<file path="src/common/rv_isa_pkg.sv">
package rv_isa_pkg;

    // machine word, register index and instruction word.
    typedef logic [63:0] xlen_t;
    typedef logic [4:0]  reg_idx_t;
    typedef logic [31:0] inst_t;

    // major opcodes of the supported subset.
    localparam logic [6:0] OPC_OP     = 7'b0110011;
    localparam logic [6:0] OPC_OP_IMM = 7'b0010011;
    localparam logic [6:0] OPC_LUI    = 7'b0110111;
    localparam logic [6:0] OPC_AUIPC  = 7'b0010111;

    localparam logic [2:0] F3_ADD_SUB = 3'b000;
    localparam logic [2:0] F3_SLL     = 3'b001;
    localparam logic [2:0] F3_SLT     = 3'b010;
    localparam logic [2:0] F3_SLTU    = 3'b011;
    localparam logic [2:0] F3_XOR     = 3'b100;
    localparam logic [2:0] F3_SRL_SRA = 3'b101;
    localparam logic [2:0] F3_OR      = 3'b110;
    localparam logic [2:0] F3_AND     = 3'b111;

    localparam logic [6:0] F7_BASE = 7'b0000000;
    localparam logic [6:0] F7_ALT  = 7'b0100000;

    // rv64 immediate shifts carry a 6-bit shamt, so only funct6 is checked.
    localparam logic [5:0] F6_BASE = 6'b000000;
    localparam logic [5:0] F6_SRA  = 6'b010000;

    // codes follow the mcause numbering.
    typedef enum logic [3:0] {
        TRAP_NONE    = 4'd0,
        TRAP_ILLEGAL = 4'd2
    } trap_e;

    localparam xlen_t RESET_PC = 64'h0000_0000_3000_0000;

endpackage

</file>
<file path="src/common/pipe_pkg.sv">
package pipe_pkg;

    import rv_isa_pkg::*;

    typedef enum logic [3:0] {
        ALU_ADD,
        ALU_SUB,
        ALU_SLL,
        ALU_SLT,
        ALU_SLTU,
        ALU_XOR,
        ALU_SRL,
        ALU_SRA,
        ALU_OR,
        ALU_AND,
        ALU_PASS_B
    } alu_op_e;

    typedef enum logic [1:0] {
        SRC_A_RS1,
        SRC_A_PC,
        SRC_A_ZERO
    } src_a_e;

    typedef enum logic {
        SRC_B_RS2,
        SRC_B_IMM
    } src_b_e;

    // decoded instruction as it sits between decode and execute.
    typedef struct packed {
        logic     valid;
        trap_e    trap;
        reg_idx_t rd;
        reg_idx_t rs1;
        reg_idx_t rs2;
        logic     wb_en;
        alu_op_e  alu_op;
        src_a_e   src_a;
        src_b_e   src_b;
        xlen_t    imm;
        xlen_t    rs1_val;
        xlen_t    rs2_val;
        xlen_t    pc;
        inst_t    inst;
    } id_exe_t;

    typedef struct packed {
        logic     valid;
        trap_e    trap;
        reg_idx_t rd;
        logic     wb_en;
        xlen_t    result;
        xlen_t    pc;
    } exe_ret_t;

    localparam id_exe_t ID_EXE_BUBBLE = '{
        valid: 1'b0, trap: TRAP_NONE, rd: '0, rs1: '0, rs2: '0, wb_en: 1'b0,
        alu_op: ALU_ADD, src_a: SRC_A_RS1, src_b: SRC_B_RS2, imm: '0,
        rs1_val: '0, rs2_val: '0, pc: RESET_PC, inst: '0
    };

    localparam exe_ret_t EXE_RET_BUBBLE = '{
        valid: 1'b0, trap: TRAP_NONE, rd: '0, wb_en: 1'b0, result: '0, pc: RESET_PC
    };

endpackage

</file>
<file path="src/hw/id_exe_reg.sv">
`timescale 1ns/1ps

module id_exe_reg import pipe_pkg::*; (
    input  logic    clk,
    input  logic    rst,
    input  logic    enable,
    input  id_exe_t d,
    output id_exe_t q
);

    // the whole bundle moves as one word and freezes while enable is low.
    always_ff @(posedge clk or posedge rst) begin
        if (rst) begin
            q <= ID_EXE_BUBBLE;
        end else if (enable) begin
            q <= d;
        end
    end

endmodule

</file>
<file path="config.mk">
export PLATFORM = sky130hd
export DESIGN_NAME = id_exe_reg
export DESIGN_NICKNAME = d
export VERILOG_FILES = /design/src/common/rv_isa_pkg.sv /design/src/common/pipe_pkg.sv /design/src/hw/id_exe_reg.sv
export SDC_FILE = /design/constraint.sdc
export NUM_CORES = 1
export LEC_CHECK = 0
export BUFFER_PORTS_ARGS = -buffer_cell sky130_fd_sc_hd__buf_2
export CAP_MARGIN = 20
export CORE_AREA = 2 2 245 247
export DETAILED_ROUTE_END_ITERATION = 6
export DIE_AREA = 0 0 247 249
export PLACE_DENSITY_LB_ADDON = 0.12
export SETUP_SLACK_MARGIN = 0.5
export SYNTH_ARGS = -nofsm -noshare
export SYNTH_HDL_FRONTEND = slang
export SYNTH_SLANG_ARGS = --single-unit
</file>
<file path="constraint.sdc">
create_clock -name clk -period 15.9 [get_ports clk]
set_clock_uncertainty 0.05 [all_clocks]
set_input_delay 1.59 -clock clk [delete_from_list [all_inputs] [get_ports clk]]
set_output_delay 1.59 -clock clk [all_outputs]
set_load 0.005 [all_outputs]
</file>
==> out/qor.yml, run 1 <==
synthCells: 668
cts_tree: "yes"
drv_cap: 0
die-area_sq_um: 61500
clock.fmax_mhz: 267.1
syn_area_per_cell_sq_um: 19.05
fin_util: 0.3070
timing.final.crit_share: 0.2354
leakage_nw: 9.209
drtIter0Drc: 197
syn-num-nets: 987
fp-row-count: 89
die_y_um: 249
drive_gt1_frac: 0.7617
dp_cells: 2046
gr-total-overflow: 0
clock_latency_ps: 540
synth_top_area_frac: 0.6176
final_antenna_net_count: 0
wire_per_inst_um: 18.31
root_buffer: "clkbuf_16"
status: "completed"
r2r_end: "q[300]"
reg2reg_slack_ps: 15070
port_buffers: 634
crit_path_end: "q[256]"
multiInputGateArea_sq_um: 4459
tightest_slew_ps: 1257
postCtsResizedCells: 0
ys_ff_latch: 316
hpwl_mm: 28.23
fin_area_sq_um: 18020
finalHoldViolCount: 0
max_stage_delay_ps: 840
start_util: 0.2168
first_global_vias: 8653
rsz0062_at_grt: "false"
rr_worst_depth: 1
yosysTopAreaCell: "dfrtp_1"
place_congestion: 0.7426
cpMaxStageDelayCell: "buf_4"
max_slew_margin: 0.1622
end_kind: "register"
cp-start-kind: "primary input"
wirelength_mm: 38.88
cts_setup_buffers: 0
yosysUniqueCellTypes: 7
slew_violations: 0
critical_path.startpoint: "enable"
grt_first_pass_wirelength_mm: 56.41
drc: 0
ys_warn_count: 0
coreArea_sq_um: 58690
largest_register: "q"
power_density_nw_per_um2: 121.9
final.min_clock_period_ps: 3743
place_area_sq_um: 16590
fin_hold_ws_ps: 448.5
ctsHoldBuffers: 0
crit_fanout: 128
clockBufferDepth: 3
antenna_found_initial: 11
nNetsFinal: 1636
die_w_um: 247
clk_pin_slew_ps: 60
final_cells: 2124
cts_buffers: 41
track_usage: 0.1213
reg.largest.list: "q: 316 flops"
rr_startpoint: "q[300]"
fin_tns_setup_ps: 0
fillers: 6010
grt_max_degree: 129
area_growth_pct: 41.60
syn_area_sq_um: 12720
avgViaCountPerCell: 3.818
pin_count: 635
critPathKind: "primary input to register"
ir_drop_v: 0.00007002
cts_sinks: 316
htree_levels: 2
largest_reg_flops: 316
cp.arrival_ps: 4110
crit_chain: "buf_8 > buf_12 > buf_4 > mux2_4"
required_ps: 16270
vias: 8110
seq_area_sq_um: 7910
setup-violations-final: 0
hp-class: "register to register"
synth-seq-area-share: 0.6217
drt_first_pass_iters: 4
synth.area.top_cells: "dfrtp_1, mux2_4, mux2_2"
cell families after synthesis:
| family | synth area share |
|---|---|
| buffers and inverters | 0.02783 |
| DFF | 0.6217 |
| muxes | 0.3505 |
routing by layer:
layer / up-vias / share of wire / global-route usage
li1: 3653 / - / -
met3: 72 / 0.094 / 0.04956
met5: - / 0.0021 / 0
met2: 358 / 0.50 / 0.2074
met1: 4015 / 0.38 / 0.1356
met4: 12 / 0.027 / 0.04062
cell type report:
cell class,instances,share of cell area
Sequential cell,316,0.4391
Multi-Input combinational cell,316,0.2475
Timing Repair Buffer,641,0.1814
Clock buffer,60,0.06882
Tap cell,773,0.05368
Clock inverter,13,0.008334
Inverter,1,0.0006250
Antenna cell,4,0.0005556
worst min path at each step:
stage                     startpoint  endpoint  slack (ps)  cells after the start
after detailed placement      q[130]    q[130]         440                      1
after CTS                     q[193]    q[193]         450                      1
after global placement        q[145]    q[145]         440                      1
final                         q[160]    q[160]         450                      1
after floorplan               q[202]    q[202]         460                      1
after global routing          q[199]    q[199]         460                      1
worst max-delay path: cells and delay by family:
kind | cells | cell delay, ps
multiplexers | 1 | 350
buffers and inverters | 3 | 1910
synth_stat cells:
cell / number
inv_1: 1
dfstp_2: 2
mux2_2: 76
buf_2: 7
buf_6: 28
mux2_4: 240
dfrtp_1: 314
report_power, final:
part / switching, mW / leakage [nW] / internal [mW] / total [mW]
clock network: 0.362 / 0.689 / 0.588 / 0.950
logic: 0.126 / 4.83 / 0.191 / 0.317
registers: 0.0422 / 3.69 / 0.886 / 0.928
total: 0.530 / 9.21 / 1.67 / 2.20
metrics by stage:
step / total power, mW / setup slack (ps)
floorplan: 1.104 / 5520
global placement: 1.266 / 11400
detailed placement: 1.264 / 11390
CTS: 2.241 / 12000
global route: 2.301 / 11940
finish: 2.195 / 12160
layout by cell type, fill, tap and decap left out:
master / count
buf_2: 633
dfrtp_1: 314
mux2_4: 240
mux2_2: 76
clkbuf_16: 43
clkbuf_8: 10
clkinv_2: 7
clkbuf_1: 7
buf_4: 5
diode_2: 4
bufinv_16: 3
dfstp_2: 2
inv_8: 1
clkinv_4: 1
inv_6: 1
clkinvlp_4: 1
buf_8: 1
buf_16: 1
buf_12: 1
No activity file was read; power rests on OpenSTA's default activity.
==> run 2: changes to the inputs <==
--- a/config.mk
+++ b/config.mk
@@ -7,9 +7,9 @@
 export LEC_CHECK = 0
 export BUFFER_PORTS_ARGS = -buffer_cell sky130_fd_sc_hd__buf_2
 export CAP_MARGIN = 20
-export CORE_AREA = 2 2 245 247
+export CORE_AREA = 2 2 248 250
 export DETAILED_ROUTE_END_ITERATION = 6
-export DIE_AREA = 0 0 247 249
+export DIE_AREA = 0 0 250 252
 export PLACE_DENSITY_LB_ADDON = 0.12
 export SETUP_SLACK_MARGIN = 0.5
 export SYNTH_ARGS = -nofsm -noshare
==> constraint.sdc (replaced) <==
create_clock -name clk -period 3.5 [get_ports clk]
set_clock_uncertainty 0.05 [all_clocks]
set_input_delay 0.35 -clock clk [delete_from_list [all_inputs] [get_ports clk]]
set_output_delay 0.35 -clock clk [all_outputs]
set_load 0.005 [all_outputs]
==> run 2 against run 1 <==
Against the previous run:
- power increased to 4.6 times the previous value
- non-clock buffer count increased by 328
- combinational power rose to 5.5 times the previous value
- worst hold slack lost 400 ps
- global-route usage is 0.40 points higher
- sequential share of layout area shrank 6.7 points
- critical path type is now register to primary output
- critical endpoint is now q[61]
==> out/qor.yml, run 2 (same netlist as run 1, synthesis figures left out) <==
postCtsResizedCells: 0
tightest_slew_ps: 681.5
fp-row-count: 90
p_sw_frac: 0.2403
dpl_worst_slack_ps: 1529
internal_power_mw: 7.620
clock.fmax_mhz: 634.7
reg.largest.list: "q: 316 flops"
grt_max_degree: 93
place_congestion: 0.7346
busiest_layer: "met2"
drt_first_pass_iters: 4
rr_startpoint: "q[308]"
avgViaCountPerCell: 3.831
rr_worst_depth: 1
fin_util: 0.3531
root_buffer: "clkbuf_16"
finalHoldViolCount: 0
multiInputGateArea_sq_um: 4459
first_global_vias: 10360
fin_hold_ws_ps: 52.09
coreArea_sq_um: 60130
crit_chain: "buf_2"
antenna_found_initial: 2
hpwl_mm: 28.59
grt_first_pass_wirelength_mm: 61.53
area_growth_pct: 66.90
hold_start: "d[34]"
status: "completed"
final.min_clock_period_ps: 1576
max_stage_delay_ps: 530
cp.depth: 1
wire_per_inst_um: 16.65
cpMaxStageDelayCell: "dfstp_2"
layout_commonest_cell: "buf_2"
setup-violations-final: 0
use_met2: 0.2194
seq_power_share: 0.421
max_slew_margin: 0.5457
final_cells: 2451
required_ps: 3100
start_util: 0.2116
slew_violations: 0
pwr-share-clk: 0.405
drv_cap: 0
ir_drop_v: 0.0002901
die-area_sq_um: 63000
cts_tree: "yes"
pin_count: 635
die_y_um: 252
final_antenna_net_count: 0
clockBufferDepth: 3
cts_setup_buffers: 0
rsz0062_at_grt: "false"
die_w_um: 250
r2r_end: "q[308]"
ctsHoldBuffers: 316
largest_register: "q"
timing.final.crit_share: 0.4502
n_antenna_cell: 0
crit_fanout: 2
port_buffers: 634
critical_path.startpoint: "q[61]"
vias: 9390
critPathKind: "register to primary output"
worst-path-buf-inv: 1
path_delay_family: "flip-flops"
fillers: 5930
drive_gt1_frac: 0.6183
gr-total-overflow: 0
dp_cells: 2068
cp-start-kind: "register"
use_met3: 0.04343
htree_levels: 2
drtIter0Drc: 304
mostFrequentLayoutCells: "buf_2, dlygate4sd3_1, dfrtp_1, mux2_4, mux2_2"
fin_ws_ps: 1924
cts_sinks: 316
p_sw_mw: 2.411
track_usage: 0.1253
clock_latency_ps: 530
wirelength_mm: 40.82
total_power_mw: 10.03
crit_path_end: "q[61]"
power_density_nw_per_um2: 472.3
cp.arrival_ps: 1180
cts_buffers: 40
end_kind: "primary output"
hp-class: "primary input to register"
clk_pin_slew_ps: 50
use_met1: 0.1425
drc: 0
p_comb_frac: 0.174
nNetsFinal: 1963
largest_reg_flops: 316
leakage_nw: 10.55
reg2reg_slack_ps: 2630
seq_area_sq_um: 7910
==> run 2: changes by cell type in the layout (fill, tap and decap cells not counted) <==
cell | before | now
dlygate4sd3_1 | 0 | 316
inv_8 | 1 | 0
bufinv_16 | 3 | 2
clkbuf_16 | 43 | 41
clkinvlp_4 | 1 | 2
clkinv_2 | 7 | 5
diode_2 | 4 | 0
inv_6 | 1 | 0
buf_4 | 5 | 11
buf_12 | 1 | 8
buf_16 | 1 | 0
==> run 2: cell type report <==
cell class	instances	area share
Sequential cell	316	0.3725
Tap cell	782	0.04608
Clock inverter	9	0.004773
Clock buffer	58	0.05603
Timing Repair Buffer	969	0.3103
Multi-Input combinational cell	316	0.2100
Inverter	1	0.0003535
==> run 2: worst min-delay path by stage <==
stage,endpoint,slack [ps],depth (start not counted)
global placement,q[109],390,2
detailed placement,q[100],390,2
global route,q[34],10,2
floorplan,q[60],450,1
CTS,q[34],10,2
finish,q[34],50,2
==> run 2: power groups by stage <==
stage | clock network, mW | logic [mW] | registers (mW)
floorplan | 0 | 0.708 | 4.31
global placement | 0 | 1.49 | 4.28
detailed placement | 0 | 1.49 | 4.27
CTS | 4.24 | 1.78 | 4.22
global route | 4.40 | 1.88 | 4.27
finish | 4.07 | 1.74 | 4.22
==> run 2: through the flow <==
stage	cell area [sq um]	setup TNS, ps
final	21240	0
after global routing	21240	0
after CTS	21240	0
after detailed placement	16780	0
after global placement	16780	0
after floorplan	12730	-348290
==> run 2: per-layer routing <==
metal  up-vias  wire (um)
li1       4296          -
met1      4643      15770
met2       376      20720
met3        71       3235
met4         4       1067
met5         -         30
==> run 3: changes to the inputs <==
--- a/config.mk
+++ b/config.mk
@@ -7,9 +7,9 @@
 export LEC_CHECK = 0
 export BUFFER_PORTS_ARGS = -buffer_cell sky130_fd_sc_hd__buf_2
 export CAP_MARGIN = 20
-export CORE_AREA = 2 2 248 250
+export CORE_AREA = 2 2 244 246
 export DETAILED_ROUTE_END_ITERATION = 6
-export DIE_AREA = 0 0 250 252
+export DIE_AREA = 0 0 246 248
 export PLACE_DENSITY_LB_ADDON = 0.12
 export SETUP_SLACK_MARGIN = 0.5
 export SYNTH_ARGS = -nofsm -noshare
==> constraint.sdc (replaced) <==
create_clock -name clk -period 1.35 [get_ports clk]
set_clock_uncertainty 0.05 [all_clocks]
set_input_delay 0.135 -clock clk [delete_from_list [all_inputs] [get_ports clk]]
set_output_delay 0.135 -clock clk [all_outputs]
set_load 0.005 [all_outputs]
==> run 3 against run 2 <==
Against the previous run:
- worst setup slack lost 1900 ps
- clock power grew to 2.6 times the previous value
- global-route usage rose by 0.88 points
- sequential power increased to 2.6 times the previous value
- power rose to 2.8 times the previous value
- combinational power grew to 3.6 times the previous value
- critical path depth unchanged
- the flow now finishes with violations (negative setup slack)
- die area down 3.2%
- final cell count rose by 9.8%
==> out/qor.yml, run 3 (same netlist as run 1, synthesis figures left out) <==
gr-total-overflow: 0
start_util: 0.2176
rr_worst_depth: 3
crit_chain: "buf_6"
coreArea_sq_um: 58460
die_y_um: 248
port_buffers: 634
max_slew_margin: 0.7700
fp-row-count: 89
n_antenna_cell: 0
die-area_sq_um: 61010
crit_path_end: "q[60]"
layout_commonest_cell: "buf_2"
final_antenna_net_count: 0
setup-violations-final: 2
die_w_um: 246
worst-path-buf-inv: 1
place_congestion: 0.7454
rsz0062_at_grt: "true"
htree_levels: 2
r2r_end: "q[253]"
vias: 10280
tightest_slew_ps: 345.1
power_density_nw_per_um2: 1141
clock.fmax_mhz: 735.2
hpwl_mm: 30.04
fin_hold_ws_ps: 60.08
wire_per_inst_um: 16.49
drtIter0Drc: 266
max_stage_delay_ps: 540
fin_ws_ps: -10.18
drt_first_pass_iters: 4
first_global_vias: 10840
cpMaxStageDelayCell: "dfstp_2"
slew_violations: 0
cts_tree: "yes"
cts_sinks: 316
place_area_sq_um: 17450
grt_max_degree: 48
violations: "negative setup slack"
cp.arrival_ps: 1180
leakage_nw: 12.41
drv_cap: 0
total_power_mw: 27.86
final.min_clock_period_ps: 1360
fin_util: 0.4175
cp-start-kind: "register"
clock_latency_ps: 540
critical_path.startpoint: "q[60]"
fin_area_sq_um: 24410
clockBufferDepth: 3
required_ps: 1160
wirelength_mm: 44.40
reg.largest.list: "q: 316 flops"
avgViaCountPerCell: 3.820
timing.final.crit_share: 1.008
cp.depth: 1
rr_startpoint: "q[253]"
end_kind: "primary output"
drc: 0
path_delay_family: "flip-flops"
hold_depth: 3
cts_buffers: 39
reg2reg_slack_ps: 300
root_buffer: "clkbuf_16"
track_usage: 0.1341
critPathKind: "register to primary output"
dp_cells: 2088
clk_pin_slew_ps: 60
hp-class: "primary input to register"
largest_reg_flops: 316
drive_gt1_frac: 0.6639
crit_fanout: 2
status: "finished with violations"
largest_register: "q"
pin_count: 635
final_cells: 2692
finalHoldViolCount: 0
grt_first_pass_wirelength_mm: 63.25
nNetsFinal: 2209
mostFrequentLayoutCells: "buf_2, dlygate4sd3_1, mux2_4, dfrtp_1, buf_6"
area_growth_pct: 91.86
ir_drop_v: 0.0007137
antenna_found_initial: 0
## run 3: report_power, final
group	switching (mW)	internal, mW
combinational	1.97	4.29
clock	4.18	6.39
sequential	0.591	10.4
total	6.74	21.1
## run 3: worst min-delay path by stage
| stage | startpoint | to | slack, ps |
|---|---|---|---|
| final | enable | q[163] | 60 |
| after global routing | enable | q[164] | 40 |
| after CTS | enable | q[163] | 20 |
| after detailed placement | rst | q[213] | 170 |
| after global placement | rst | q[46] | 160 |
| after floorplan | d[60] | q[60] | 230 |
## run 3: through the flow
step | TNS [ps] | setup WS, ps
after CTS | -131.3 | -69.18
after global routing | -131.5 | -72.60
after detailed placement | 0 | 123.6
after global placement | 0 | 143.1
after floorplan | -959700 | -3044
final | -15.70 | -10.18
## run 3: what timing repair did
item,4_1_cts,5_1_grt
gates resized for setup,45,159
gates cloned,0,2
endpoints found under the setup margin,318,512
setup buffers,127,88
endpoints found under the hold margin,632,0
hold buffers,317,0
## run 3: cell type report
type,count,area (sq um)
sequential,316,7910
tap,773,967.2
fill,5504,34050
timing repair buffer,1216,9502
clock buffer,63,1189
clock inverter,7,91.34
multi-input combinational,316,4745
inverter,1,7.507
## run 3: routing by layer
layer | routed length, um | global-route usage
met5 | 0 | 0
met4 | 1039 | 0.04064
met3 | 3817 | 0.04790
met1 | 17140 | 0.1533
met2 | 22400 | 0.2338
